$ cat src/hdl/text_video_pkg.sv
`default_nettype none

package text_video_pkg;

   localparam int WB_ADR_W  = 12;
   localparam int WB_DAT_W  = 8;
   localparam int FONT_ROWS = 8;  // scanlines per character cell
   localparam int PIX_W     = 16; // rgb565
   localparam int PAL_IDX_W = 4;

   localparam logic [WB_ADR_W-1:0] TEXT_BASE = 12'h100;
   localparam logic [WB_ADR_W-1:0] FONT_BASE = 12'h800; // code * 8 + scanline

   typedef enum logic [WB_ADR_W-1:0] {
      REG_CTRL     = 12'h000,  // wr bit 0 starts a frame, rd bit 0 is busy
      REG_FG       = 12'h001,
      REG_BG       = 12'h002,
      REG_PAL_IDX  = 12'h004,
      REG_PAL_DATA = 12'h005   // low byte, then high byte
   } reg_addr_e;

   typedef enum logic [1:0] {
      PAL_IDLE,
      PAL_LO,
      PAL_HI
   } pal_wr_state_e;

   typedef enum logic [2:0] {
      FETCH_IDLE,
      FETCH_CHAR,
      FETCH_FONT,
      FETCH_WRITE,
      FETCH_LINE_END
   } fetch_state_e;

endpackage

`default_nettype wire

$ cat src/hdl/line_buffer.sv
`default_nettype none

module line_buffer #(
   parameter int LINE_CHARS = 8
) (
   input  wire                                 sys_clk,
   input  wire                                 arst_n,
   input  wire                                 wr_en,
   input  wire                                 wr_bank,
   input  wire  [$clog2(LINE_CHARS)-1:0]       wr_addr,
   input  wire  [text_video_pkg::WB_DAT_W-1:0] wr_dat,
   input  wire                                 wr_commit,
   input  wire                                 rd_bank,
   input  wire  [$clog2(LINE_CHARS)-1:0]       rd_addr,
   input  wire                                 rd_release,
   output logic [text_video_pkg::WB_DAT_W-1:0] rd_dat,
   output logic [1:0]                          bank_full
);

   logic [text_video_pkg::WB_DAT_W-1:0] mem [0:2*LINE_CHARS-1];

   always_ff @(posedge sys_clk) begin
      if (wr_en)
         mem[wr_bank * LINE_CHARS + wr_addr] <= wr_dat;
      rd_dat <= mem[rd_bank * LINE_CHARS + rd_addr];  // registered read
   end

   // commit from the fetcher fills a bank, release from the scanout empties it
   always_ff @(posedge sys_clk or negedge arst_n) begin
      if (!arst_n) begin
         bank_full <= 2'b00;
      end else begin
         for (int b = 0; b < 2; b++) begin
            if (wr_commit && wr_bank == 1'(b))
               bank_full[b] <= 1'b1;
            else if (rd_release && rd_bank == 1'(b))
               bank_full[b] <= 1'b0;
         end
      end
   end

   commit_release_apart: assert property (@(posedge sys_clk) disable iff (!arst_n)
      !(wr_commit && rd_release && wr_bank == rd_bank));

endmodule

`default_nettype wire

$ cat config.mk
export PLATFORM = sky130hd
export DESIGN_NAME = line_buffer
export DESIGN_NICKNAME = d
export VERILOG_FILES = /design/src/hdl/text_video_pkg.sv /design/src/hdl/line_buffer.sv
export SDC_FILE = /design/constraint.sdc
export NUM_CORES = 1
export LEC_CHECK = 0
export ABC_CLOCK_PERIOD_IN_PS = 1300
export BUFFER_PORTS_ARGS = -buffer_cell sky130_fd_sc_hd__buf_2
export CAP_MARGIN = 20
export CORE_UTILIZATION = 60
export CTS_CLUSTER_SIZE = 20
export DETAILED_ROUTE_END_ITERATION = 10
export PLACE_DENSITY = 0.79
export SLEW_MARGIN = 20
export SYNTH_ARGS = -nofsm -noshare
export SYNTH_HDL_FRONTEND = slang
export SYNTH_SLANG_ARGS = --single-unit
$ cat constraint.sdc
create_clock -name sys_clk -period 1.3 [get_ports sys_clk]
set_input_delay 0 -clock sys_clk [delete_from_list [all_inputs] [get_ports sys_clk]]
set_output_delay 0 -clock sys_clk [all_outputs]
set_load 0.01 [all_outputs]
Word-level counts from Yosys, hierarchy flattened --
Memory sizes are Yosys's and may differ from the RTL's. A register that Yosys moved wholly into a read port is not among the register bits. Index checks and enable logic that the tools add are counted.
Operators by class: $add $sub $neg 2, mux-type cells 6, bitwise logic cells 2, reduce and logical (&&, ||, !) cells 6
Operator list (count):
- adder 4 x 3 -> 4 bit | 2
- 2-to-1 mux 1 bit | 6
- logical AND 1 bit | 4
- nonzero test 2 bit | 2
- inverter 1 bit | 2
Word-level totals: register bits 2, bits in writable memories 128, bits of input ports 21, logic and storage cells 19, memories kept 1
Memory list:
- mem | words 16, bits a word 8, rd ports 1, clocked after memory_dff 1, write ports 1, RTL line line_buffer.sv:20 | logic [text_video_pkg::WB_DAT_W-1:0] mem [0:2*LINE_CHARS-1];

Logic depth before layout (Yosys ltp) --
depth in word-level cells 4, gate-level depth with buffers 5

Worst setup path before layout --
No wires, ideal clock.
path type input -> register, start input wr_addr[2], end memory mem[0][0] in the netlist's numbering, enable pin, data arrival time 1.110 ns, required time 0.917 ns, path slack -0.193 ns, cell stages on the path 2, buffers on the path 0, path through or3b_2 nor3_1
Between the ends: longest elaborated chain between the ends 1
Ends and longest elaborated chain:
- from (decl) | RTL line line_buffer.sv:10 | input wire [$clog2(LINE_CHARS)-1:0] wr_addr,
- adder 4 x 3 -> 4 bit | RTL line line_buffer.sv:24 | mem[wr_bank * LINE_CHARS + wr_addr] <= wr_dat;
- to (decl) | RTL line line_buffer.sv:20
No other way between the ends.

==> flow_metrics.py <==
metrics = {
    "clock_tree": {
        "clockRootBuffer": "clkbuf_8",
        "numCtsBuffers": 17,
        "cts_tree": "done",
        "cts.sinks": 138,
        "clockBufferDepth": 2,
        "cts.clk_slew.worst_paths_ps": 60,
        "cts_htree_levels": 4,
        "post_cts_buffers": 0,
        "clk_latency_ps": 510,
    },
    "global_route": {
        "grt_usage_pct": 25.8,
        "grt_pass1_vias": 2774,
        "antenna_found_initial": 0,
        "grt_max_degree": 21,
        "gr-total-overflow": 0,
        "grt_pass1_wl_um": 15400,
    },
    "drt": {
        "drc": 0,
        "drt_iter0_markers": 174,
        "firstDrtPassIters": 5,
        "wirelength_um": 10400,
        "antenna_left": 0,
        "routedWlPerCell_um": 24.0,
        "routed_via_density": 6.15,
        "via_count": 2671,
    },
    "placed_design": {
        "dpl.hpwl_um": 5970,
        "place_congestion": 0.725,
        "pre_cts_slack_ps": -111,
        "placed_area_mm2": 0.00566,
        "io_buffers": 30,
    },
    "floorplanning": {
        "dieHeight_um": 95.3,
        "start_util_pct": 62.7,
        "die_area_mm2": 0.00909,
        "core_region_area_mm2": 0.00834,
        "ios": 31,
        "die_w_um": 95.3,
        "fp-row-count": 33,
    },
    "power": {
        "peakVddDrop_mv": 1.20,
        "power_density_mw_per_mm2": 1590,
        "leakagePower_nw": 2.21,
    },
    "critical_path": {
        "cp-start-kind": "register",
        "required_ps": 1690,
        "rr_worst_depth": 3,
        "path_class": "reg -> reg",
        "worstPathArrival_ps": 1710,
        "worstPathMaxFanout": 1,
        "crit_path_end_kind": "register",
    },
    "timing": {
        "final.setup.tns_ps": -21.2,
        "worst_pin_slew_ps": 1090,
        "setup_viol": 2,
        "slew_headroom_pct": 27.2,
        "clock.fmax_ghz": 0.757,
        "maxSlewViolCount": 0,
        "setup_ws_ps": -21.0,
        "rsz0062_at_grt": "true",
        "finalHoldViolations": 0,
        "period_minus_slack_ps": 1320,
        "finalClockSkew_ps": 8.44,
        "finalCritPeriodShare_pct": 102,
    },
    "layout": {
        "fin_nets": 338,
        "layout-drive-gt1-share_pct": 37.1,
        "area_growth_pct": 22.4,
        "fillers": 455,
        "final_area_mm2": 0.00640,
        "n_antenna_cell": 0,
    },
    "run_status": {
        "violations": "negative setup slack",
        "status": "complete, but fails checks",
    },
    "synthesis": {
        "syn-cell-area_mm2": 0.00523,
        "synthTopCellsByArea": "edfxtp_1, mux4_2, mux4_1",
        "synth_nets": 258,
        "synth_top_area_share_pct": 73.5,
        "postSynthCellCount": 237,
        "ys_warn_count": 0,
        "synth_area_leader_cell": "edfxtp_1",
        "ys_seq_area_share_pct": 77.5,
        "synth.avg_cell_area_um2": 22.1,
        "ys_seq_elements": 138,
        "yosysUniqueCellTypes": 23,
    },
    "worst_hold_path": {
        "min_delay_path_depth": 3,
        "holdCritPathClass": "in -> reg",
    },
    "flow_run": {
        "maxCapViolCount": 0,
    },
}
-- placed cells by master, fill, tap and decap left out, types with 3 or more instances in the layout --
cell	n
a22oi_1	7
a22oi_2	9
buf_12	3
buf_2	30
buf_4	23
bufinv_16	3
clkbuf_16	16
clkinv_2	4
clkinvlp_4	3
dfxtp_1	8
dlygate4sd3_1	15
edfxtp_1	128
mux4_1	6
mux4_2	26
nand2_1	10
nor2_1	13
nor3_1	3
-- final cells by class --
class | count | area, um2 | area share [%]
Clock inverter | 13 | 154 | 2.41
Tap cell | 105 | 131 | 2.05
Sequential cell | 138 | 4050 | 63.4
Multi-Input combinational cell | 87 | 1100 | 17.2
Clock buffer | 18 | 418 | 6.53
Timing Repair Buffer | 71 | 533 | 8.33
Inverter | 2 | 7.51 | 0.117
-- worst paths after layout --
check                      slack, ps            to         start
setup / recovery                 -20     rd_dat[5]    mem[10][5]
hold / removal                    40     mem[0][6]    wr_addr[1]
setup reg to reg                 -20     rd_dat[5]    mem[10][5]
hold reg to reg                  550  bank_full[1]  bank_full[1]
max in group asynchronous        850  bank_full[1]        arst_n
min in group asynchronous        340  bank_full[0]        arst_n
-- metal layers --
layer	global-route usage (%)	up-vias	wire length, um
met1	31.1	1342	3860
met2	42.7	152	5470
met4	12.0	0	252
met5	0	-	0
li1	-	1152	-
met3	8.05	25	842
-- logic make-up (layout without fill, tap and decap cells) --
group	Yosys count	count (layout)	synth area share, %
DFF	138	138	77.5
and+or+nand+nor	36	36	3.21
muxes	32	32	14.8
AOI/OAI and AO/OA	19	19	2.66
buffers and inverters	12	104	1.80
-- cell usage after synthesis --
master	instances
nand2b_1	2
edfxtp_1	128
nor2_1	13
mux4_2	18
nand3b_1	2
nor3_1	4
and2_1	1
clkdlybuf4s25_2	3
o21ai_0	2
nor2b_1	1
and2b_1	1
nand3_1	1
or3b_2	1
dfrtp_1	2
buf_2	3
buf_4	1
a22oi_1	16
buf_6	3
inv_1	2
mux4_1	14
nand2_1	10
dfxtp_1	8
a22o_1	1
-- critical path, cell delays in order (launching register included) --
cell	delay, ps
edfxtp_1	420
mux4_2	500
a22oi_2	190
nand2_1	90
-- stage by stage --
stage	power, mW	cells	util [%]	hold WS [ps]
after floorplan	5.36	237	-	-296
after global placement	5.57	388	67.9	-214
after detailed placement	5.60	388	67.9	-212
after CTS	10.2	434	76.8	24.1
after global routing	10.5	434	76.7	28.7
final	10.2	434	76.7	43.7
-- flip-flops by register name, indices dropped and copies added, names as in the netlist --
| name | cells |
|---|---|
| bank_full | 2 |
| mem | 128 |
| rd_dat | 8 |
-- repair_timing --
item / 4_1_cts / 5_1_grt
pin swaps: 6 / 2
endpoints found under the hold margin: 132 / 0
resized for setup: 13 / 5
endpoints found under the setup margin: 7 / 9
hold buffers: 15 / 0
-- power breakdown --
part / switching (mW) / internal [mW]
logic: 0.301 / 0.269
registers: 0.0362 / 4.97
clock network: 1.71 / 2.89
No activity file was read; power rests on OpenSTA's default activity.
