[src/hdl/text_video_pkg.sv]
`default_nettype none

package text_video_pkg;

   localparam int WB_ADR_W  = 12;
   localparam int WB_DAT_W  = 8;
   localparam int FONT_ROWS = 8;  // scanlines per character cell
   localparam int PIX_W     = 16; // rgb565
   localparam int PAL_IDX_W = 4;

   localparam logic [WB_ADR_W-1:0] TEXT_BASE = 12'h100;
   localparam logic [WB_ADR_W-1:0] FONT_BASE = 12'h800; // code * 8 + scanline

   typedef enum logic [WB_ADR_W-1:0] {
      REG_CTRL     = 12'h000,  // wr bit 0 starts a frame, rd bit 0 is busy
      REG_FG       = 12'h001,
      REG_BG       = 12'h002,
      REG_PAL_IDX  = 12'h004,
      REG_PAL_DATA = 12'h005   // low byte, then high byte
   } reg_addr_e;

   typedef enum logic [1:0] {
      PAL_IDLE,
      PAL_LO,
      PAL_HI
   } pal_wr_state_e;

   typedef enum logic [2:0] {
      FETCH_IDLE,
      FETCH_CHAR,
      FETCH_FONT,
      FETCH_WRITE,
      FETCH_LINE_END
   } fetch_state_e;

endpackage

`default_nettype wire

[src/hdl/pixel_scanout.sv]
`default_nettype none

module pixel_scanout #(
   parameter int LINE_CHARS = 8,
   parameter int TEXT_ROWS  = 2
) (
   input  wire                                  sys_clk,
   input  wire                                  arst_n,
   input  wire  [text_video_pkg::PAL_IDX_W-1:0] fg_idx,
   input  wire  [text_video_pkg::PAL_IDX_W-1:0] bg_idx,
   input  wire                                  pal_we,
   input  wire  [text_video_pkg::PAL_IDX_W-1:0] pal_idx,
   input  wire  [text_video_pkg::PIX_W-1:0]     pal_dat,
   input  wire  [1:0]                           bank_full,
   input  wire  [text_video_pkg::WB_DAT_W-1:0]  rd_dat,
   output logic                                 rd_bank,
   output logic [$clog2(LINE_CHARS)-1:0]        rd_addr,
   output logic                                 rd_release,
   output logic                                 pixel_done,
   output logic                                 pix_valid,
   output logic [text_video_pkg::PIX_W-1:0]     pix_data,
   output logic                                 pix_line_last,
   output logic                                 pix_frame_last,
   input  wire                                  pix_ready
);

   localparam int ADR_W  = $clog2(LINE_CHARS);
   localparam int LINES  = TEXT_ROWS * text_video_pkg::FONT_ROWS;
   localparam int LINE_W = $clog2(LINES);

   logic [text_video_pkg::PIX_W-1:0]    pal_mem [0:2**text_video_pkg::PAL_IDX_W-1];
   logic [text_video_pkg::WB_DAT_W-1:0] shift;
   logic [3:0]                          sh_cnt;      // bits left in shift
   logic                                sh_line_end; // shift holds the line's last byte
   logic                                rd_pend;
   logic                                rd_last;
   logic                                rd_go;
   logic                                emit;
   logic                                bit_line_last;
   logic [LINE_W-1:0]                   line_cnt;

   assign rd_go         = (sh_cnt == 4'd0) && !rd_pend && bank_full[rd_bank];
   assign emit          = (sh_cnt != 4'd0) && (!pix_valid || pix_ready);
   assign bit_line_last = sh_line_end && (sh_cnt == 4'd1);
   assign rd_release    = rd_pend && rd_last;
   assign pixel_done    = pix_valid && pix_ready && pix_frame_last;

   always_ff @(posedge sys_clk) begin
      if (pal_we)
         pal_mem[pal_idx] <= pal_dat;
      if (rd_pend) begin
         shift       <= rd_dat;
         sh_line_end <= rd_last;
      end else if (emit) begin
         shift <= {shift[6:0], 1'b0};  // msb first
      end
      if (emit) begin
         pix_data       <= pal_mem[shift[7] ? fg_idx : bg_idx];
         pix_line_last  <= bit_line_last;
         pix_frame_last <= bit_line_last && (line_cnt == LINE_W'(LINES - 1));
      end
   end

   always_ff @(posedge sys_clk or negedge arst_n) begin
      if (!arst_n) begin
         rd_bank   <= 1'b0;
         rd_addr   <= '0;
         rd_pend   <= 1'b0;
         rd_last   <= 1'b0;
         sh_cnt    <= '0;
         line_cnt  <= '0;
         pix_valid <= 1'b0;
      end else begin
         rd_pend <= rd_go;
         if (rd_go) begin
            rd_last <= (rd_addr == ADR_W'(LINE_CHARS - 1));
            rd_addr <= (rd_addr == ADR_W'(LINE_CHARS - 1)) ? '0 : rd_addr + 1'b1;
         end
         if (rd_pend) begin
            sh_cnt <= 4'd8;
            if (rd_last)
               rd_bank <= !rd_bank;  // bank released this cycle
         end else if (emit) begin
            sh_cnt <= sh_cnt - 1'b1;
         end
         if (emit) begin
            pix_valid <= 1'b1;
            if (bit_line_last)
               line_cnt <= (line_cnt == LINE_W'(LINES - 1)) ? '0 : line_cnt + 1'b1;
         end else if (pix_ready) begin
            pix_valid <= 1'b0;
         end
      end
   end

   stall_holds: assert property (@(posedge sys_clk) disable iff (!arst_n)
      pix_valid && !pix_ready |=> pix_valid && $stable(pix_data)
         && $stable(pix_line_last) && $stable(pix_frame_last));

endmodule

`default_nettype wire

[config.mk]
export PLATFORM = sky130hd
export DESIGN_NAME = pixel_scanout
export DESIGN_NICKNAME = d
export VERILOG_FILES = /design/src/hdl/text_video_pkg.sv /design/src/hdl/pixel_scanout.sv
export SDC_FILE = /design/constraint.sdc
export NUM_CORES = 1
export LEC_CHECK = 0
export BUFFER_PORTS_ARGS = -buffer_cell sky130_fd_sc_hd__buf_2
export CELL_PAD_IN_SITES_DETAIL_PLACEMENT = 1
export CELL_PAD_IN_SITES_GLOBAL_PLACEMENT = 2
export CORE_MARGIN = 2
export CORE_UTILIZATION = 43
export CTS_BUF_LIST = sky130_fd_sc_hd__clkbuf_8
export CTS_CLUSTER_SIZE = 30
export DETAILED_ROUTE_END_ITERATION = 8
export PLACE_DENSITY_LB_ADDON = 0.1
export SYNTH_ARGS = -nofsm -noshare
export SYNTH_HDL_FRONTEND = slang
export SYNTH_SLANG_ARGS = --single-unit
[constraint.sdc]
create_clock -name sys_clk -period 2.44 [get_ports sys_clk]
set_input_delay 0.366 -clock sys_clk [delete_from_list [all_inputs] [get_ports sys_clk]]
set_output_delay 0.366 -clock sys_clk [all_outputs]
set_load 0.01 [all_outputs]
== Word-level counts from Yosys, hierarchy flattened ==
Memories as Yosys holds them, arrays and structs flattened. A register that Yosys moved wholly into a read port is not among the register bits.
Cells that the tools add are included.
Widths: inputs -> output; s select.

* Logic and storage cells: 50
* Memory bits (writable): 256
* Register bits after elaboration: 26
* Output and inout bits: 25
* Input port bits: 42
* Memories kept: 1
* Memory bits (read-only): 0
* Latch bits: 0

* Equality and inequality tests: 3
* Multipliers: 0
* Magnitude comparators: 1
* Shifts and indexed selects: 0
* Muxes and demuxes: 13
* Divide/modulo/power cells: 0
* Bitwise operators: 0
* Add/subtract/negate cells: 3
* Reductions and logical operators: 18

{| class="wikitable"
|+ Memories
! name !! depth !! bits a word !! rd ports !! clocked after Yosys merged registers in !! wr ports !! line !! RTL
|-
| pal_mem || 16 || 16 || 1 || 1 || 1 || pixel_scanout.sv:31 || <nowiki>logic [text_video_pkg::PIX_W-1:0] pal_mem [0:2**text_video_pkg::PAL_IDX_W-1];</nowiki>
|}

{| class="wikitable"
|+ Operators by type and width
! cell !! count
|-
| $mux 4 || 4
|-
| $mux 8 || 2
|-
| $logic_and 1x1->1 || 8
|-
| $mux 1 || 6
|-
| $add 4x1->4 const B || 1
|-
| $eq 4x1->1 const B || 1
|-
| $eq 4x4->1 const B || 1
|-
| $logic_not 4->1 || 1
|-
| $reduce_and 2->1 || 2
|-
| $reduce_bool 2->1 || 2
|-
| $reduce_bool 4->1 || 1
|-
| $sub 4x1->4 const B || 1
|-
| $add 3x1->3 const B || 1
|-
| $eq 3x3->1 const B || 1
|-
| $logic_not 1->1 || 3
|-
| $mux 3 || 1
|-
| $lt 1x2->1 const B || 1
|-
| $logic_or 1x1->1 || 1
|}

== Depth between registers and ports, before layout ==
* Depth after elaboration: 5
* Depth in mapped cells: 7
* Depth with buffers taken out: 6

== Worst setup path before layout ==
OpenSTA, ideal clock, no wires.

* Path type: input-to-reg
* From: input port pal_idx[2] (netlist name)
* To: memory pal_mem[0][0] (netlist name) (enable)
* Data required time: 2.031 ns
* Setup time: 0.409 ns
* Stages on the path: 2
* Buffers on the path: 0
* Path slack: 0.019 ns
* Data arrival time: 2.012 ns
* Cell sequence: or3b_2 -> nor3_1

{| class="wikitable"
|+ RTL lines
! element !! line !! RTL
|-
| start, declared || pixel_scanout.sv:12 || <nowiki>input wire [text_video_pkg::PAL_IDX_W-1:0] pal_idx,</nowiki>
|-
| end, declared || pixel_scanout.sv:31 ||
|}

No word-level cell before the write port.

== Final worst setup path ==
* From: register shift[7] (netlist name)
* To: register pix_data[14] (netlist name), read port of pal_mem, data pin

* Cells in the longest elaborated chain, start to end: 1

{| class="wikitable"
|+ Ends and longest elaborated chain
! element !! line !! RTL
|-
| start, declared || pixel_scanout.sv:32 || <nowiki>logic [text_video_pkg::WB_DAT_W-1:0] shift;</nowiki>
|-
| start signal, assigned || pixel_scanout.sv:52 || <nowiki>shift <= rd_dat;</nowiki>
|-
| start signal, assigned || pixel_scanout.sv:55 || <nowiki>shift <= {shift[6:0], 1'b0};</nowiki>
|-
| $mux 4 || pixel_scanout.sv:58 || <nowiki>pix_data <= pal_mem[shift[7] ? fg_idx : bg_idx];</nowiki>
|-
| end, declared || pixel_scanout.sv:21 || <nowiki>output logic [text_video_pkg::PIX_W-1:0] pix_data,</nowiki>
|}

Every way passes these cells.
A chain may end at the register's enable or synchronous reset.

==> flow_summary.json <==
{
  "grt_pass1_vias": 6776,
  "cp-end-kind": "register",
  "hold_path_class": "input port to register",
  "routabilityCongestion": 0.728,
  "path_clk_slew_ns": 0.06,
  "start_kind": "register",
  "p_leak_nw": 5.01,
  "drt-initial-drc-count": 508,
  "fin_cells": 1137,
  "rr_worst_depth": 6,
  "synth_top_area_share_pct": 73.4,
  "start_util_pct": 43.3,
  "min_path_cells": 2,
  "io_buffers": 66,
  "dp.cells": 1051,
  "finalHoldViolCount": 0,
  "hpwl_um": 16500,
  "ys_ff_latch": 298,
  "dr.pass1.iters": 5,
  "grt_pass1_wl_um": 42700,
  "finClkSkew_ns": 0.0212,
  "syn_nets": 678,
  "vias": 6323,
  "yosys_most_used_dff": "edfxtp_1",
  "synthToLayoutAreaGrowth_pct": 17.3,
  "powerDensity_nw_per_um2": 907,
  "worstPathArrival_ns": 2.59,
  "post_dp_cell_area_um2": 12700,
  "routed_wl_um": 29200,
  "worstPathRequired_ns": 2.72,
  "synth_area_um2": 11600,
  "synth_area_leaders": "edfxtp_1 73%, mux2i_1 11%, o22ai_1 3.5%",
  "synth_cell_types": 41,
  "htreeDepth": 2,
  "cts_buffers": 48,
  "rsz0062_at_grt": "false",
  "clock_latency_ns": 0.57,
  "timing.final.ws_setup_ns": 0.135,
  "fin_crit_ns": 2.31,
  "core_area_um2": 26700,
  "path_max_fanout": 11,
  "hold-worst-slack_ns": 0.111,
  "min_period_over_period_pct": 94.5,
  "diodes": 0,
  "maxCapViolations": 0,
  "power_mw": 12.3,
  "synthArstFlopShare_pct": 5.03,
  "gr-usage-all-layers_pct": 20.9,
  "synth-warning-count": 0,
  "cts_sinks": 298,
  "rows": 60,
  "r2r_start": "shift[7]",
  "fin_tns_setup_ns": 0,
  "avgRoutedWirePerCell_um": 25.6,
  "avgSynthCellArea_um2": 18.3,
  "slew_headroom_pct": 49.2,
  "io_pins": 67,
  "syn_inst": 631,
  "timing.rr.end": "pix_data[14]",
  "layout-drive-gt1-share_pct": 25.9,
  "preCtsSetupSlack_ns": 0.0842,
  "vdd_drop_max_v": 0.000596,
  "die_area_um2": 28200,
  "utilization_pct": 50.8,
  "grt_max_degree": 33,
  "synth_edf_count": 283,
  "ant_nets": 0,
  "setup_violations": 0,
  "r2r_setup_slack_ns": 0.13,
  "antenna_found_initial": 2,
  "final_cell_area_um2": 13600,
  "dieHeight_um": 168,
  "cts_root_buf": "clkbuf_8",
  "cts_tree": "yes",
  "ys_seq_area_share_pct": 76.7,
  "die_x_um": 168,
  "crit_type": "register to register",
  "drcViolationCount": 0,
  "whs_endpoint": "shift[0]",
  "vias_per_cell": 5.56,
  "post_cts_resized": 0,
  "num-nets-final": 810,
  "worstHoldStart": "rd_dat[0]",
  "max_clock_freq_mhz": 434,
  "clock_path_buffers": 3,
  "netlist.top_cell.by_area": "edfxtp_1",
  "worstMarginPinSlew_ns": 0.752,
  "status": "finished, final reports clean",
  "fillCellCount": 2513,
  "overflow": 0,
  "slew_violations": 0
}
-- worst max-delay path by stage --
stage               start            end  slack [ns]  cells past startpoint
2_1_floorplan  pal_idx[2]  pal_mem[0][0]        0.02                      2
4_1_cts          shift[7]   pix_data[14]        0.06                      6
6_report         shift[7]   pix_data[14]        0.13                      6
3_3_place_gp     shift[7]   pix_data[13]         0.1                      6
3_5_place_dp     shift[7]    pix_data[7]        0.08                      6
5_1_grt          shift[7]   pix_data[14]        0.04                      6
-- state kept, by name, summed over array words and instances (netlist names) --
register        cells
rd_bank             1
pix_frame_last      1
sh_line_end         1
shift               8
pix_line_last       1
pix_valid           1
line_cnt            4
pal_mem           256
rd_pend             1
sh_cnt              4
rd_last             1
pix_data           16
rd_addr             3
-- worst max-delay path, stage by stage (launching register included) --
cell	delay (ns)
edfxtp_1	0.41
mux2i_4	0.34
buf_12	0.21
buf_4	0.16
mux2i_1	0.24
o22ai_1	0.14
or4_1	0.53
-- cell usage after synthesis, types with 2 or more instances --
master	count
or4_1	16
ha_1	5
buf_2	17
edfxtp_1	283
buf_4	3
o21ai_0	2
clkbuf_1	3
nand2_1	4
nor2_1	15
o22ai_1	64
and3_1	2
mux2_2	12
mux2i_1	130
o21ai_4	3
nor3_1	7
nand3_1	4
nand2b_1	6
and2_1	3
buf_6	3
xor2_1	3
nor3b_1	3
inv_1	3
xnor2_1	2
dfrtp_1	15
and3b_1	2
nand3b_1	2
o21ai_2	5
-- area by class of cell --
type / count / area [um^2] / share of cell area [%]
inverters: 3 / 11.3 / 0.0829
clock inverters: 34 / 168 / 1.23
repair buffers: 108 / 828 / 6.10
clock buffers: 49 / 674 / 4.97
multi-input cells: 304 / 2600 / 19.2
well taps: 341 / 427 / 3.14
flip-flops and latches: 298 / 8870 / 65.3
-- logic make-up (layout without fill, tap and decap cells) --
group | after synthesis | in the layout | synth area share [%]
flip-flops | 298 | 298 | 76.7
AO/OA/AOI/OAI | 78 | 78 | 4.57
buffers and inverters | 29 | 194 | 1.42
XOR/XNOR | 5 | 5 | 0.378
multiplexers | 144 | 144 | 12.7
adder cells (fa/ha/maj) | 5 | 5 | 0.540
AND/OR/NAND/NOR | 72 | 72 | 3.78
-- placed cells by master (no fill, tap or decap), drive strengths merged, types with 2 or more instances in the layout --
master,netlist,final
dfrtp,15,15
inv,3,15
and3,2,2
nand2,4,4
ha,5,5
and2,3,3
o22ai,64,64
nor3b,3,3
nand2b,6,6
mux2,13,13
nand3,4,4
clkinv,0,19
mux2i,131,131
buf,23,106
nor2,15,15
o21ai,10,10
clkbuf,3,50
nand3b,2,2
nor3,7,7
clkinvlp,0,2
xor2,3,3
or4,16,16
or3b,2,2
xnor2,2,2
and3b,3,3
edfxtp,283,283
-- where the power goes --
group / switching [mW] / total [mW] / internal [mW]
clock: 1.86 / 3.82 / 1.96
combinational: 1.22 / 2.26 / 1.03
sequential: 0.201 / 6.24 / 6.03
total: 3.29 / 12.3 / 9.03
-- routing by layer --
metal | vias up | wire length, um | track usage (%)
met5 | - | 13 | 0
met4 | 2 | 511 | 5.28
li1 | 2816 | - | -
met1 | 3278 | 12900 | 28.4
met3 | 46 | 1560 | 3.95
met2 | 181 | 14100 | 35.0
-- repair_timing --
item	CTS	global route
endpoints found under the setup margin	0	2
hold endpoints to repair	15	0
buffers inserted	0	1
hold buffers	1	0
No activity file was read; power rests on OpenSTA's default activity.
