<file path="src/hdl/text_video_pkg.sv">
`default_nettype none

package text_video_pkg;

   localparam int WB_ADR_W  = 12;
   localparam int WB_DAT_W  = 8;
   localparam int FONT_ROWS = 8;  // scanlines per character cell
   localparam int PIX_W     = 16; // rgb565
   localparam int PAL_IDX_W = 4;

   localparam logic [WB_ADR_W-1:0] TEXT_BASE = 12'h100;
   localparam logic [WB_ADR_W-1:0] FONT_BASE = 12'h800; // code * 8 + scanline

   typedef enum logic [WB_ADR_W-1:0] {
      REG_CTRL     = 12'h000,  // wr bit 0 starts a frame, rd bit 0 is busy
      REG_FG       = 12'h001,
      REG_BG       = 12'h002,
      REG_PAL_IDX  = 12'h004,
      REG_PAL_DATA = 12'h005   // low byte, then high byte
   } reg_addr_e;

   typedef enum logic [1:0] {
      PAL_IDLE,
      PAL_LO,
      PAL_HI
   } pal_wr_state_e;

   typedef enum logic [2:0] {
      FETCH_IDLE,
      FETCH_CHAR,
      FETCH_FONT,
      FETCH_WRITE,
      FETCH_LINE_END
   } fetch_state_e;

endpackage

`default_nettype wire

</file>
<file path="src/hdl/cpu_reg_port.sv">
`default_nettype none

module cpu_reg_port (
   input  wire                                  sys_clk,
   input  wire                                  arst_n,
   input  wire                                  wb_cyc,
   input  wire                                  wb_stb,
   input  wire                                  wb_we,
   input  wire  [text_video_pkg::WB_ADR_W-1:0]  wb_adr,
   input  wire  [text_video_pkg::WB_DAT_W-1:0]  wb_dat_w,
   output logic [text_video_pkg::WB_DAT_W-1:0]  wb_dat_r,
   output logic                                 wb_ack,
   input  wire                                  busy,
   output logic                                 frame_start,
   output logic                                 mem_we,
   output logic [text_video_pkg::WB_ADR_W-1:0]  mem_adr,
   output logic [text_video_pkg::WB_DAT_W-1:0]  mem_dat,
   output logic [text_video_pkg::PAL_IDX_W-1:0] fg_idx,
   output logic [text_video_pkg::PAL_IDX_W-1:0] bg_idx,
   output logic                                 pal_we,
   output logic [text_video_pkg::PAL_IDX_W-1:0] pal_idx,
   output logic [text_video_pkg::PIX_W-1:0]     pal_dat
);

   text_video_pkg::reg_addr_e            reg_adr;
   text_video_pkg::pal_wr_state_e        pal_state;
   logic                                 wr_ack;
   logic [text_video_pkg::PAL_IDX_W-1:0] pal_wr_idx;
   logic [text_video_pkg::WB_DAT_W-1:0]  pal_lo;

   assign reg_adr = text_video_pkg::reg_addr_e'(wb_adr);
   assign wr_ack  = wb_ack && wb_we;  // write lands on the ack cycle

   assign mem_we  = wr_ack && (wb_adr >= text_video_pkg::TEXT_BASE);
   assign mem_adr = wb_adr;
   assign mem_dat = wb_dat_w;

   always_comb begin
      wb_dat_r = '0;
      case (reg_adr)
         text_video_pkg::REG_CTRL: wb_dat_r[0] = busy;
         text_video_pkg::REG_FG:   wb_dat_r[text_video_pkg::PAL_IDX_W-1:0] = fg_idx;
         text_video_pkg::REG_BG:   wb_dat_r[text_video_pkg::PAL_IDX_W-1:0] = bg_idx;
         default: ;                // memories read back as zero
      endcase
   end

   always_ff @(posedge sys_clk or negedge arst_n) begin
      if (!arst_n) begin
         wb_ack      <= 1'b0;
         frame_start <= 1'b0;
         fg_idx      <= '0;
         bg_idx      <= '0;
         pal_state   <= text_video_pkg::PAL_IDLE;
         pal_wr_idx  <= '0;
         pal_we      <= 1'b0;
      end else begin
         wb_ack      <= wb_cyc && wb_stb && !wb_ack;
         frame_start <= wr_ack && (reg_adr == text_video_pkg::REG_CTRL) && wb_dat_w[0] && !busy;
         pal_we      <= 1'b0;
         if (wr_ack) begin
            case (reg_adr)
               text_video_pkg::REG_FG: fg_idx <= wb_dat_w[text_video_pkg::PAL_IDX_W-1:0];
               text_video_pkg::REG_BG: bg_idx <= wb_dat_w[text_video_pkg::PAL_IDX_W-1:0];
               text_video_pkg::REG_PAL_IDX: begin
                  pal_wr_idx <= wb_dat_w[text_video_pkg::PAL_IDX_W-1:0];
                  pal_state  <= text_video_pkg::PAL_LO;
               end
               text_video_pkg::REG_PAL_DATA: begin
                  if (pal_state == text_video_pkg::PAL_LO) begin
                     pal_state <= text_video_pkg::PAL_HI;
                  end else if (pal_state == text_video_pkg::PAL_HI) begin
                     pal_we     <= 1'b1;
                     pal_wr_idx <= pal_wr_idx + 1'b1;  // autoincrement
                     pal_state  <= text_video_pkg::PAL_LO;
                  end
               end
               default: ;
            endcase
         end
      end
   end

   always_ff @(posedge sys_clk) begin
      if (wr_ack && reg_adr == text_video_pkg::REG_PAL_DATA) begin
         if (pal_state == text_video_pkg::PAL_LO)
            pal_lo <= wb_dat_w;
         if (pal_state == text_video_pkg::PAL_HI) begin
            pal_idx <= pal_wr_idx;
            pal_dat <= {wb_dat_w, pal_lo};
         end
      end
   end

   ack_needs_stb: assert property (@(posedge sys_clk) disable iff (!arst_n)
      wb_ack |-> wb_stb);

endmodule

`default_nettype wire

</file>
<file path="config.mk">
export PLATFORM = sky130hd
export DESIGN_NAME = cpu_reg_port
export DESIGN_NICKNAME = d
export VERILOG_FILES = /design/src/hdl/text_video_pkg.sv /design/src/hdl/cpu_reg_port.sv
export SDC_FILE = /design/constraint.sdc
export NUM_CORES = 1
export LEC_CHECK = 0
export ABC_CLOCK_PERIOD_IN_PS = 2200
export BUFFER_PORTS_ARGS = -buffer_cell sky130_fd_sc_hd__buf_2
export CORE_MARGIN = 2
export CORE_UTILIZATION = 35
export DETAILED_ROUTE_END_ITERATION = 16
export PLACE_DENSITY = 0.69
export SYNTH_ARGS = -nofsm -noshare
export SYNTH_HDL_FRONTEND = slang
export SYNTH_SLANG_ARGS = --single-unit
</file>
<file path="constraint.sdc">
create_clock -name sys_clk -period 2.2 [get_ports sys_clk]
set_input_delay 0.22 -clock sys_clk [delete_from_list [all_inputs] [get_ports sys_clk]]
set_output_delay 0.22 -clock sys_clk [all_outputs]
set_load 0.1 [all_outputs]
</file>
* After elaboration in Yosys (flattened, before gate mapping)
Cells that the tools add are included.
** Storage, ports and cells
- Bits in registers :: 45
- Word-level logic and storage cells :: 51
** Cells by class
- Add/subtract/negate cells :: 1
- $lt $le $gt $ge :: 1
- Equality and inequality tests :: 9
- Muxes and demuxes :: 12
- Reduce and logical (&&, ||, !) cells :: 18
** Operators with widths (number)
- $eq 12x3->1 const B :: 2
- $eq 12x1->1 const B :: 1
- $eq 12x2->1 const B :: 1
- $ge 12x9->1 const B :: 1
- $logic_not 12->1 :: 1
- $logic_and 1x1->1 :: 8
- $mux 4 :: 2
- $pmux 4 s2 :: 1
- $reduce_and 2->1 :: 4
- $pmux 3 s2 :: 1
- $add 4x1->4 const B :: 1
- $mux 1 :: 4
- $mux 2 :: 2
- $ne 2x2->1 const B :: 2
- $pmux 2 s2 :: 1
- $reduce_and 4->1 :: 1
- $ne 3x3->1 const B :: 1
- $pmux 1 s3 :: 1
- $reduce_and 3->1 :: 1
- $eq 2x1->1 const B :: 1
- $eq 2x2->1 const B :: 1
- $logic_not 1->1 :: 2
- $reduce_bool 2->1 :: 1

* Logic depth before layout (Yosys ltp)
- Depth in word-level cells :: 5
- Gate-level depth with buffers :: 6

* Worst setup path after synthesis
No wires, ideal clock.
- Path kind :: register to output
- Start point :: reg bg_idx[0] in the netlist's numbering
- End point :: out wb_dat_r[0] in the netlist's numbering
- Arrival time :: 2.521 ns
- Required time :: 1.980 ns
- Slack :: -0.541 ns
- Stages on the path, launching flop included :: 5
- Cells stage by stage :: dfrtp_1 -> mux2i_1 -> nor2_1 -> a21oi_1 -> nor2_1
** On the way
- Cells in the longest elaborated chain, start to end :: 1
** Ends and longest elaborated chain
- from (decl) :: line cpu_reg_port.sv:19 : output logic [text_video_pkg::PAL_IDX_W-1:0] bg_idx,
- from (signal assigned) :: line cpu_reg_port.sv:64 : text_video_pkg::REG_BG: bg_idx <= wb_dat_w[text_video_pkg::PAL_IDX_W-1:0];
- $pmux 1 s3 :: line cpu_reg_port.sv:40 : case (reg_adr)
- to (decl) :: line cpu_reg_port.sv:11 : output logic [text_video_pkg::WB_DAT_W-1:0] wb_dat_r,
No other way between the ends.

* Worst setup path in the final report
- Start point :: in wb_adr[7] in the netlist's numbering
- End point :: out wb_dat_r[2] in the netlist's numbering
** On the way
- Cells in the longest elaborated chain, start to end :: 2
- Elaborated cells on any way between the ends :: 3
- Those cells by class :: 2 x eq/ne; 1 x mux
** Ends and longest elaborated chain
- from (decl) :: line cpu_reg_port.sv:9 : input wire [text_video_pkg::WB_ADR_W-1:0] wb_adr,
- $eq 12x2->1 or $eq 12x1->1 (tied branches) :: line cpu_reg_port.sv:40
- $pmux 3 s2 (*) :: line cpu_reg_port.sv:40
Every way passes the cells marked *; elsewhere a longest branch is shown, timed or not.

==> flow_metrics.env <==
export IMPL_status="finished, final reports clean"
export IMPL_worst_ep_arrival_time_ps=1720
export IMPL_synth_top_area_share_pct=41.7
export IMPL_power_switching_mw=0.504
export IMPL_multi_input_comb_area_um2=572
export IMPL_setup_total_negative_slack_ps=0
export IMPL_seq_area_um2=1270
export IMPL_share_clk_of_total_power_pct=34.2
export IMPL_n_diodes=0
export IMPL_worstSkewPairLatency_ps=290
export IMPL_die_w_um=79.9
export IMPL_ys_top_cells_by_count="sky130_fd_sc_hd__edfxtp_1 (28), sky130_fd_sc_hd__buf_4 (24), sky130_fd_sc_hd__dfrtp_1 (17), sky130_fd_sc_hd__nor2_1 (11)"
export IMPL_synth_compound_area_share_pct=6.58
export IMPL_die_height_um=79.9
export IMPL_initial_utilization_pct=36.4
export IMPL_routabilityCongestion=0.720
export IMPL_timing_max_cap_violations=0
export IMPL_synth_top_family_by_area="simple AND/OR/NAND/NOR gates"
export IMPL_start_kind="input pin"
export IMPL_cts_buffers_inserted=5
export IMPL_flow_area_growth_from_synthesis_pct=27.2
export IMPL_synth_xor_xnor_area_share_pct=0
export IMPL_post_synth_main_area_contributors="sky130_fd_sc_hd__edfxtp_1 (42%), sky130_fd_sc_hd__dfrtp_1 (21%), sky130_fd_sc_hd__buf_4 (8.9%), sky130_fd_sc_hd__mux2_2 (3.9%), sky130_fd_sc_hd__ha_1 (2.5%)"
export IMPL_cts_post_setup_buffers_inserted=0
export IMPL_clkSlewWorstSetupHoldPaths_ps=80
export IMPL_post_cts_resize_count=0
export IMPL_postSynth_asyncResetShare_pct=37.8
export IMPL_layout_min_cycle_time_ps=1940
export IMPL_number_of_global_route_vias_before_repair=1216
export IMPL_critPathMaxFanout=5
export IMPL_mappedNetlistArea_um2=2020
export IMPL_critical_path_class="input pin to primary output"
export IMPL_drc_errors=0
export IMPL_layout_core_utilization_pct=46.3
export IMPL_achievable_frequency_mhz=516
export IMPL_core_rowCount=27
export IMPL_yosysMostFrequentCell="sky130_fd_sc_hd__edfxtp_1"
export IMPL_grt_overflow_total=0
export IMPL_detailedRoute_firstPassIterationCount=4
export IMPL_post_synth_inst_count=146
export IMPL_clock_root_buffer="sky130_fd_sc_hd__clkbuf_8"
export IMPL_drive_above_1_share_pct=53.0
export IMPL_rsz0062_at_grt="false"
export IMPL_synth_fa_ha_area_share_pct=2.48
export IMPL_fin_total_pwr_mw=1.78
export IMPL_synth_edff_count=28
export IMPL_hpwlAfterDp_um=2880
export IMPL_simple_gate_share_of_the_synthesized_area_pct=12.9
export IMPL_period_share_pct=88.1
export IMPL_timing_max_transition_violations_final=0
export IMPL_vias_per_cell=4.78
export IMPL_synth_cell_types=33
export IMPL_global_route_usage_total_pct=11.9
export IMPL_grt_first_pass_wirelength_um=5710
export IMPL_final_setup_skew_ps=4.82
export IMPL_final_net_count=246
export IMPL_yosysWarnings=0
export IMPL_static_leakage_power_nw=1.18
export IMPL_syn_mean_instance_area_um2=13.8
export IMPL_vdd_drop_max_mv=0.405
export IMPL_clk_path_buf_depth=2
export IMPL_detail_route_wl_per_cell_um=12.9
export IMPL_post_cts_hold_buffer_count=1
export IMPL_portBuffers=81
export IMPL_critPathCaptureType="primary output"
export IMPL_postSynthRegisterBits=45
export IMPL_synth_area_mux_share_pct=4.96
export IMPL_antenna_found_initial=0
export IMPL_postSynth_topFlopCell="sky130_fd_sc_hd__edfxtp_1"
export IMPL_drtIter0Drc=46
export IMPL_worst_hold_path_class="input pin to register"
export IMPL_power_per_standard_cell_area_nw_per_um2=694
export IMPL_p_sw_share_pct=28.3
export IMPL_grt_start_max_net_pins=21
export IMPL_internal_power_mw=1.28
export IMPL_p_comb_share_pct=15.4
export IMPL_ios=86
export IMPL_post_synth_top_area_cell="sky130_fd_sc_hd__edfxtp_1"
export IMPL_power_frac_seq_pct=50.4
export IMPL_placeableCoreArea_um2=5540
export IMPL_synth_seq_area_share_pct=62.8
export IMPL_tritoncts_clock_tree="yes"
export IMPL_final_fill_count=539
export IMPL_setup_violations_final=0
export IMPL_tritoncts_num_sinks=45
export IMPL_via_count=1380
export IMPL_required_ps=1980
export IMPL_routed_wl_um=3730
export IMPL_floorplan_die_area_um2=6390
export IMPL_final_hold_violation_count=0
export IMPL_antenna_violating_nets_post_route=0
export IMPL_ctsHtreeMaxLevel=2
[cell usage in the layout, fill, tap and decap left out, types with 2 or more instances in the layout]
| cell type | count |
|---|---|
| sky130_fd_sc_hd__buf_2 | 77 |
| sky130_fd_sc_hd__edfxtp_1 | 28 |
| sky130_fd_sc_hd__dfrtp_1 | 16 |
| sky130_fd_sc_hd__nor2_1 | 7 |
| sky130_fd_sc_hd__nand2_1 | 7 |
| sky130_fd_sc_hd__a21oi_1 | 7 |
| sky130_fd_sc_hd__mux2_2 | 7 |
| sky130_fd_sc_hd__clkbuf_8 | 5 |
| sky130_fd_sc_hd__buf_12 | 5 |
| sky130_fd_sc_hd__nor2_2 | 4 |
| sky130_fd_sc_hd__a22oi_1 | 4 |
| sky130_fd_sc_hd__ha_1 | 4 |
| sky130_fd_sc_hd__conb_1 | 4 |
| sky130_fd_sc_hd__nand4_1 | 3 |
| sky130_fd_sc_hd__buf_4 | 3 |
| sky130_fd_sc_hd__inv_1 | 2 |
| sky130_fd_sc_hd__or4_4 | 2 |
| sky130_fd_sc_hd__nor2b_1 | 2 |
| sky130_fd_sc_hd__nand3_1 | 2 |
| sky130_fd_sc_hd__nand2b_1 | 2 |
| sky130_fd_sc_hd__nor4_4 | 2 |
| sky130_fd_sc_hd__and3_1 | 2 |
| sky130_fd_sc_hd__o22ai_1 | 2 |
| sky130_fd_sc_hd__o21ai_0 | 2 |
[layout make-up]
| cell class | count | area share, % |
|---|---|---|
| clock inverter | 2 | 1.51 |
| clock buffer | 6 | 2.83 |
| timing repair buffer | 86 | 20.2 |
| sequential | 45 | 49.4 |
| tap | 72 | 3.51 |
| inverter | 2 | 0.293 |
| multi-input combinational | 76 | 22.3 |
[metrics by stage]
stage / setup slack [ps] / instance area [um2] / instances / hold slack (ps)
2_1_floorplan: -88.2 / 2040 / 149 / -75.6
4_1_cts: 248 / 2570 / 289 / 114
3_3_place_gp: 178 / 2440 / 280 / 170
5_1_grt: 180 / 2570 / 289 / 111
6_report: 261 / 2570 / 289 / 124
3_5_place_dp: 108 / 2440 / 280 / 167
[state kept, by name (all words and copies together) (netlist names)]
register / count
pal_we: 1
wb_ack: 1
bg_idx: 4
pal_state: 2
fg_idx: 4
pal_wr_idx: 4
pal_idx: 4
pal_dat: 16
frame_start: 1
pal_lo: 8
[power groups by stage]
stage	Sequential, mW	Clock (mW)	Combinational (mW)
2_1_floorplan	0.924	0	0.232
3_3_place_gp	0.916	0	0.275
3_5_place_dp	0.916	0	0.276
4_1_cts	0.897	0.627	0.278
5_1_grt	0.898	0.669	0.286
6_report	0.897	0.610	0.275
[path summary, 6_finish.rpt]
path                                    from             to  slack, ps  cells after the start
worst max-delay path               wb_adr[7]    wb_dat_r[2]        260                      6
worst min-delay path                  wb_stb         wb_ack        120                      3
worst max register to register  pal_state[0]  pal_wr_idx[3]        590                      6
worst min register to register     pal_lo[6]     pal_dat[6]        420                      0
max in group asynchronous             arst_n         wb_ack       1520                      2
min in group asynchronous             arst_n         pal_we        380                      2
[critical path: stages]
cell	delay [ps]
sky130_fd_sc_hd__buf_2	100
sky130_fd_sc_hd__or4_4	570
sky130_fd_sc_hd__nor2_1	220
sky130_fd_sc_hd__nand2_1	210
sky130_fd_sc_hd__nor2_2	200
sky130_fd_sc_hd__buf_12	190
[kinds of logic (layout without fill, tap and decap cells)]
family	count (synthesis)	after routing
flops	45	45
simple gates	40	40
buf+inv	28	96
compound gates	19	19
mux	9	9
fa+ha+maj	4	4
other cells	1	4
[layer usage]
metal	GRT usage, %	share of wire [%]	wire length [um]	vias up
met1	14.7	42	1550	662
met3	3.39	8.7	324	7
met4	4.58	1.2	46	0
met2	19.6	49	1810	67
li1	-	-	-	644
met5	0	0	0	-
No activity file was read; power rests on OpenSTA's default activity.
